<file path="src/rtl/led_pkg.sv">
package led_pkg;

    // panel geometry
    localparam int NUM_CHAINS  = 30;
    localparam int NUM_WORDS   = 16;
    localparam int NUM_COLUMNS = 8;

    // index widths
    localparam int COL_W  = 3;
    localparam int WORD_W = 4;

    // clocks per enable pulse
    localparam int CLK_DIV = 4;

    // enable periods the column drivers stay dark after a latch
    localparam int BLANK_ENABLES = 8;

    // controller states, one enable period per step
    typedef enum logic [2:0] {
        st_idle,
        st_shift_high,
        st_shift_low,
        st_latch,
        st_blank
    } ctrl_state_t;

    // one host write into the framebuffer
    typedef struct packed {
        logic [COL_W-1:0]      col;
        logic [WORD_W-1:0]     word;
        logic [NUM_CHAINS-1:0] data;
    } fb_write_t;

    // pins shared by all driver chains, sin has one bit per chain
    typedef struct packed {
        logic                  sclk;
        logic                  lat;
        logic                  gclk;
        logic [NUM_CHAINS-1:0] sin;
    } drv_bus_t;

endpackage

</file>
<file path="src/rtl/clock_enable.sv">
`timescale 1ns/1ps

module clock_enable
    import led_pkg::*;
(
    input  logic clk,
    input  logic nrst,
    output logic clk_enable
);

    logic [$clog2(CLK_DIV)-1:0] count;

    // pulse once per wrap of the divider
    always_ff @(posedge clk or negedge nrst) begin
        if (!nrst) begin
            count      <= '0;
            clk_enable <= 1'b0;
        end else if (count == ($clog2(CLK_DIV))'(CLK_DIV - 1)) begin
            count      <= '0;
            clk_enable <= 1'b1;
        end else begin
            count      <= count + 1'b1;
            clk_enable <= 1'b0;
        end
    end

endmodule

</file>
<file path="src/rtl/column_mux.sv">
`timescale 1ns/1ps

module column_mux
    import led_pkg::*;
(
    input  logic                   clk,
    input  logic                   nrst,
    input  logic                   column_ready,
    input  logic [COL_W-1:0]       ready_col,
    input  logic                   blanking,
    input  logic                   running,
    output logic [NUM_COLUMNS-1:0] mux_out
);

    logic [COL_W-1:0] shown_col;
    logic             have_col;

    // column on the driver outputs, the controller is already shifting the next
    always_ff @(posedge clk or negedge nrst) begin
        if (!nrst) begin
            shown_col <= '0;
            have_col  <= 1'b0;
        end else if (!running) begin
            have_col <= 1'b0;
        end else if (column_ready) begin
            shown_col <= ready_col;
            have_col  <= 1'b1;
        end
    end

    // dark until a column is latched
    assign mux_out = (running && !blanking && have_col) ?
                     (NUM_COLUMNS'(1) << shown_col) : '0;

endmodule

</file>
<file path="src/rtl/column_store.sv">
`timescale 1ns/1ps

module column_store
    import led_pkg::*;
(
    input  logic                  clk,
    input  logic                  wr_strobe,
    input  fb_write_t             wr,
    input  logic [COL_W-1:0]      rd_col,
    input  logic [WORD_W-1:0]     rd_word,
    output logic [NUM_CHAINS-1:0] rd_data
);

    localparam int DEPTH = NUM_COLUMNS * NUM_WORDS;

    // one entry per column and word, each bit feeds one chain
    logic [NUM_CHAINS-1:0] mem [DEPTH];

    logic [COL_W+WORD_W-1:0] wr_addr;
    logic [COL_W+WORD_W-1:0] rd_addr;

    // column in the upper bits, word in the lower bits
    assign wr_addr = {wr.col, wr.word};
    assign rd_addr = {rd_col, rd_word};

    // host side, one word per strobe
    always_ff @(posedge clk) begin
        if (wr_strobe) begin
            mem[wr_addr] <= wr.data;
        end
    end

    // controller side, data one clock after the address
    always_ff @(posedge clk) begin
        rd_data <= mem[rd_addr];
    end

endmodule

</file>
<file path="src/rtl/driver_controller.sv">
`timescale 1ns/1ps

module driver_controller
    import led_pkg::*;
(
    input  logic                  clk,
    input  logic                  nrst,
    input  logic                  clk_enable,
    input  logic                  start_strobe,
    input  logic                  stop_strobe,
    output logic [COL_W-1:0]      rd_col,
    output logic [WORD_W-1:0]     rd_word,
    input  logic [NUM_CHAINS-1:0] rd_data,
    output drv_bus_t              drv,
    output logic                  column_ready,
    output logic [COL_W-1:0]      ready_col,
    output logic                  blanking,
    output logic                  running
);

    ctrl_state_t                      state;
    logic [COL_W-1:0]                 col;
    logic [COL_W-1:0]                 next_col;
    logic [WORD_W-1:0]                word_cnt;
    logic [$clog2(BLANK_ENABLES)-1:0] blank_cnt;
    logic                             stop_req;
    logic                             gclk_run;

    assign next_col = (col == COL_W'(NUM_COLUMNS - 1)) ? '0 : col + 1'b1;

    // address of the word that goes onto sin at the next sclk fall
    always_comb begin
        if (state == st_idle) begin
            rd_col  = col;
            rd_word = word_cnt;
        end else begin
            rd_col  = (word_cnt == '0) ? next_col : col;
            rd_word = word_cnt - 1'b1;
        end
    end

    assign column_ready = (state == st_latch) && clk_enable;
    assign ready_col    = col;
    assign blanking     = (state == st_blank);
    assign gclk_run     = (state == st_shift_high) || (state == st_shift_low) ||
                          (state == st_latch);

    always_ff @(posedge clk or negedge nrst) begin
        if (!nrst) begin
            state     <= st_idle;
            drv       <= '0;
            col       <= '0;
            word_cnt  <= WORD_W'(NUM_WORDS - 1);
            blank_cnt <= '0;
            stop_req  <= 1'b0;
            running   <= 1'b0;
        end else begin
            if (stop_strobe && running) begin
                stop_req <= 1'b1;
            end
            if (clk_enable && gclk_run) begin
                drv.gclk <= ~drv.gclk;
            end
            case (state)
                st_idle: begin
                    // first word is already prefetched, sclk rises on the next enable
                    if (start_strobe && !running) begin
                        running <= 1'b1;
                        drv.sin <= rd_data;
                    end else if (running && clk_enable) begin
                        drv.sclk <= 1'b1;
                        state    <= st_shift_high;
                    end
                end
                st_shift_high: begin
                    if (clk_enable) begin
                        drv.sclk <= 1'b0;
                        drv.sin  <= rd_data;
                        state    <= st_shift_low;
                    end
                end
                st_shift_low: begin
                    if (clk_enable) begin
                        if (word_cnt == '0) begin
                            drv.lat <= 1'b1;
                            state   <= st_latch;
                        end else begin
                            word_cnt <= word_cnt - 1'b1;
                            drv.sclk <= 1'b1;
                            state    <= st_shift_high;
                        end
                    end
                end
                st_latch: begin
                    if (clk_enable) begin
                        drv.lat   <= 1'b0;
                        blank_cnt <= '0;
                        state     <= st_blank;
                    end
                end
                st_blank: begin
                    if (clk_enable) begin
                        if (blank_cnt == ($clog2(BLANK_ENABLES))'(BLANK_ENABLES - 1)) begin
                            word_cnt <= WORD_W'(NUM_WORDS - 1);
                            if (stop_req) begin
                                // back to column 0 for the next start
                                col      <= '0;
                                stop_req <= 1'b0;
                                running  <= 1'b0;
                                drv.sin  <= '0;
                                drv.gclk <= 1'b0;
                                state    <= st_idle;
                            end else begin
                                col      <= next_col;
                                drv.sclk <= 1'b1;
                                state    <= st_shift_high;
                            end
                        end else begin
                            blank_cnt <= blank_cnt + 1'b1;
                        end
                    end
                end
                default: state <= st_idle;
            endcase
        end
    end

endmodule

</file>
<file path="src/rtl/led_panel_top.sv">
`timescale 1ns/1ps

module led_panel_top
    import led_pkg::*;
(
    input  logic                   clk,
    input  logic                   nrst,
    input  logic                   wr_strobe,
    input  fb_write_t              wr,
    input  logic                   start_strobe,
    input  logic                   stop_strobe,
    output drv_bus_t               drv,
    output logic [NUM_COLUMNS-1:0] mux_out,
    output logic                   running
);

    logic                  clk_enable;
    logic [COL_W-1:0]      rd_col;
    logic [WORD_W-1:0]     rd_word;
    logic [NUM_CHAINS-1:0] rd_data;
    logic                  column_ready;
    logic [COL_W-1:0]      ready_col;
    logic                  blanking;

    // shared pacing for shift and display
    clock_enable u_clock_enable (
        .clk        (clk),
        .nrst       (nrst),
        .clk_enable (clk_enable)
    );

    column_store u_column_store (
        .clk       (clk),
        .wr_strobe (wr_strobe),
        .wr        (wr),
        .rd_col    (rd_col),
        .rd_word   (rd_word),
        .rd_data   (rd_data)
    );

    driver_controller u_driver_controller (
        .clk          (clk),
        .nrst         (nrst),
        .clk_enable   (clk_enable),
        .start_strobe (start_strobe),
        .stop_strobe  (stop_strobe),
        .rd_col       (rd_col),
        .rd_word      (rd_word),
        .rd_data      (rd_data),
        .drv          (drv),
        .column_ready (column_ready),
        .ready_col    (ready_col),
        .blanking     (blanking),
        .running      (running)
    );

    column_mux u_column_mux (
        .clk          (clk),
        .nrst         (nrst),
        .column_ready (column_ready),
        .ready_col    (ready_col),
        .blanking     (blanking),
        .running      (running),
        .mux_out      (mux_out)
    );

endmodule

</file>
<file path="config.mk">
export PLATFORM = sky130hd
export DESIGN_NAME = led_panel_top
export DESIGN_NICKNAME = d
export VERILOG_FILES = /design/src/rtl/led_pkg.sv /design/src/rtl/clock_enable.sv /design/src/rtl/column_mux.sv /design/src/rtl/column_store.sv /design/src/rtl/driver_controller.sv /design/src/rtl/led_panel_top.sv
export SDC_FILE = /design/constraint.sdc
export NUM_CORES = 2
export LEC_CHECK = 0
export BUFFER_PORTS_ARGS = -buffer_cell sky130_fd_sc_hd__buf_2
export CORE_MARGIN = 2
export CORE_UTILIZATION = 57
export CTS_CLUSTER_DIAMETER = 30
export CTS_CLUSTER_SIZE = 25
export DETAILED_ROUTE_END_ITERATION = 12
export PLACE_DENSITY = 0.76
export SLEW_MARGIN = 25
export SYNTH_ARGS = -nofsm -noshare
export SYNTH_HDL_FRONTEND = slang
export SYNTH_HIERARCHICAL = 1
export SYNTH_SLANG_ARGS = --single-unit
</file>
<file path="constraint.sdc">
create_clock -name clk -period 4.15 [get_ports clk]
set_clock_uncertainty 0.2 [all_clocks]
set_input_delay 0.2075 -clock clk [delete_from_list [all_inputs] [get_ports clk]]
set_output_delay 0.2075 -clock clk [all_outputs]
set_load 0.05 [all_outputs]
</file>
==> metrics.txt <==
global-route wire length before repair 696 mm; DRT Wirelength 541 mm; port bufs 83; remaining antenna violation count 0; Fmax 218 MHz; crit path from u_driver_controller/state[1]; Synth top area share 0.770; part of the cycle the worst path needs 1.11; RSZ-0062 raised after global routing yes; largest cells by area after synthesis edfxtp_1, mux4_2, dfrtp_1; Final Max Tran Viols 0; path depth of the worst reg2reg path 12; last element of the critical path u_column_store/rd_data[5]; CP peak stage delay 770 ps; Worst EP required 4790 ps; Routed wire per std cell 49.3 µm; cell taking the most area after synthesis edfxtp_1; Post-synth ARST share 0.0140; share of post-route cells with drive strength above 1 0.416; die area 0.267 mm²; CTS Buf Count 587; syn_nets 6,000; area grow syn2layout 22.2%; Worst slew margin 0.184; min setup slack post-route -447 ps; Worst setup SP type register; data arrival time of the worst path 5240 ps; crit path time final 4600 ps; GRT Overall Usage 0.386; dominant synthesized flop cell edfxtp_1; DR vias/cell 7.75; total I/O pin count 84; Critical Path End Type register; Worst Tran Pin Value 1220 ps; Final Wtd Congestion 0.874; CTS tree done; Commonest cells post-synth edfxtp_1, mux4_2, clkbuf_1, nor2_1, buf_2; FF-to-FF Start u_driver_controller/state[1]; FF+latch count, synth 3,925; Placement Setup Slack -444 ps; DIE HEIGHT 516 µm; HPWL after DPL 226 mm; DRC Markers 0; post-layout util 0.699; Crit Path Max Fanout 7; Vias 85,098; Mean Syn Cell Area 25.2 µm²; number of global-route vias before repair 81,552; Peak VDD IR 0.467 mV; Synth Cell Area 0.150 mm²; register-to-register path setup slack -450 ps; clk root buf clkbuf_16; num rows 188; CTS clock-pin slew for the worst setup and hold paths 70 ps; 1st-iter DRT viols 19,344; dpl cell area 0.159 mm²; Post-synth EDFFs 3,840; Final nets 6,971; warnings from Yosys 6; Hold Crit Class in2reg; initial antenna violation count 97; crit-path cells nor3_4 > buf_6 > xnor2_4 > buf_12 > buf_12 > buf_16 > buf_16 > buf_12 > mux4_2 > mux4_2 > mux4_2 > mux2_4; worst skew pair latency 980 ps; largest net degree at the start of global routing 124; max cap viols 0; R2R Path End u_column_store/rd_data[5]; clk sinks 3,925; most frequent cell after synthesis edfxtp_1; post-synthesis sequential area ratio 0.784; Crit-path slowest cell mux4_2; Mapped Cells 5,951; critical path type reg2reg; failing checks setup timing; Finish-stage setup viols 30; pwr dens 815 mW/mm²; Leak 0.0598 µW; total power 149,000 µW; DR pass1 iterations 10; H-Tree Depth 6; Max clock buf depth 4; die extent in x 516 µm; final hold vios 0; starting density of the core 0.572; GR Overflow Total 0; Placeable Area 0.262 mm²; status finished, violations left; final instance area 0.183 mm²; distinct cell type count after synthesis 50
[cells in the final DEF (no fill, tap or decap), types with 44 or more instances in the layout]
cell | Yosys | routed
buf_12 | 0 | 119
buf_2 | 73 | 53
buf_4 | 0 | 373
bufinv_16 | 0 | 89
clkbuf_1 | 215 | 52
clkbuf_16 | 0 | 620
clkinv_1 | 1 | 60
clkinv_2 | 1 | 59
clkinv_4 | 0 | 44
clkinvlp_4 | 0 | 65
dfrtp_1 | 51 | 50
diode_2 | 0 | 55
edfxtp_1 | 3840 | 3840
inv_6 | 0 | 60
mux4_2 | 1260 | 1260
nor2_4 | 0 | 119
o211ai_1 | 60 | 60
[metal layers]
metal / up-vias / GRT usage / part of all wire
met5: - / 0.00379 / 0.0010
li1: 28203 / - / -
met3: 3077 / 0.146 / 0.17
met1: 42699 / 0.468 / 0.28
met4: 74 / 0.266 / 0.094
met2: 11045 / 0.579 / 0.45
[power by group]
part | switching (µW) | internal (µW)
clock | 20800 | 32700
combinational | 28800 | 22100
sequential | 635 | 44100
total | 50200 | 98900
[state kept, by name (all words and copies together) (netlist names), 2 cells and up]
signal and count:
u_clock_enable/count 2, u_column_mux/shown_col 3, u_column_store/mem 3840, u_column_store/rd_data 30, u_driver_controller/blank_cnt 3, u_driver_controller/drv 33
u_driver_controller/ready_col 3, u_driver_controller/state 3, u_driver_controller/word_cnt 4
[cell families (layout without fill, tap and decap cells)]
| logic type | count (synthesis) | in the layout | synth area share |
|---|---|---|---|
| other | 0 | 55 | 0 |
| adders and majority gates | 7 | 7 | 0.000585 |
| xor gates and xnor gates | 3 | 3 | 0.000176 |
| muxes | 1305 | 1305 | 0.193 |
| AOI/OAI and AO/OA | 87 | 87 | 0.00420 |
| buffers and inverters | 365 | 1823 | 0.0102 |
| DFF | 3925 | 3925 | 0.784 |
| and+or+nand+nor | 259 | 259 | 0.00818 |
[worst min path at each step]
| stage | startpoint | endpoint | slack [ps] | depth (start not counted) |
|---|---|---|---|---|
| finish | wr[11] | u_column_store/mem[20][11] | 30 | 2 |
| global route | wr[11] | u_column_store/mem[21][11] | 40 | 2 |
| detailed placement | u_clock_enable/count[0] | u_clock_enable/count[0] | 220 | 1 |
| global placement | u_clock_enable/count[0] | u_clock_enable/count[0] | 210 | 1 |
| floorplan | nrst | u_clock_enable/clk_enable | -290 | 0 |
| CTS | wr[32] | u_column_store/mem[14][20] | 8 | 4 |
[cell type report]
cell class,instances,area (µm²)
sequential,3925,117000
fill,13471,78900
multi-input combinational,1661,32000
clock buffer,662,15400
timing repair buffer,709,8350
clock inverter,414,5230
tap,3515,4400
inverter,38,144
antenna,55,138
[repair_timing]
action	4_1_cts	5_1_grt
gates resized for setup	99	73
cloned	15	17
hold buffers	43	0
buffers inserted	84	54
endpoints found under the hold margin	2809	0
endpoints found under the setup margin	30	30
pin swaps	5	3
[worst max-delay path: cells and delay by family, from the launching register on]
family	cells	cell delay, ps
DFF	1	440
buffers and inverters	6	990
xor gates and xnor gates	1	160
and+or+nand+nor	1	340
muxes	4	2280
[per-stage QoR]
step	TNS [ps]	hold slack, ps	instances
final	-9350	27.4	10979
after global routing	-6850	37.6	10938
after CTS	-1750	7.91	10851
after detailed placement	-7940	224	9635
after global placement	-8540	215	9635
after floorplan	0	-288	5951
No activity file was read; power rests on OpenSTA's default activity.
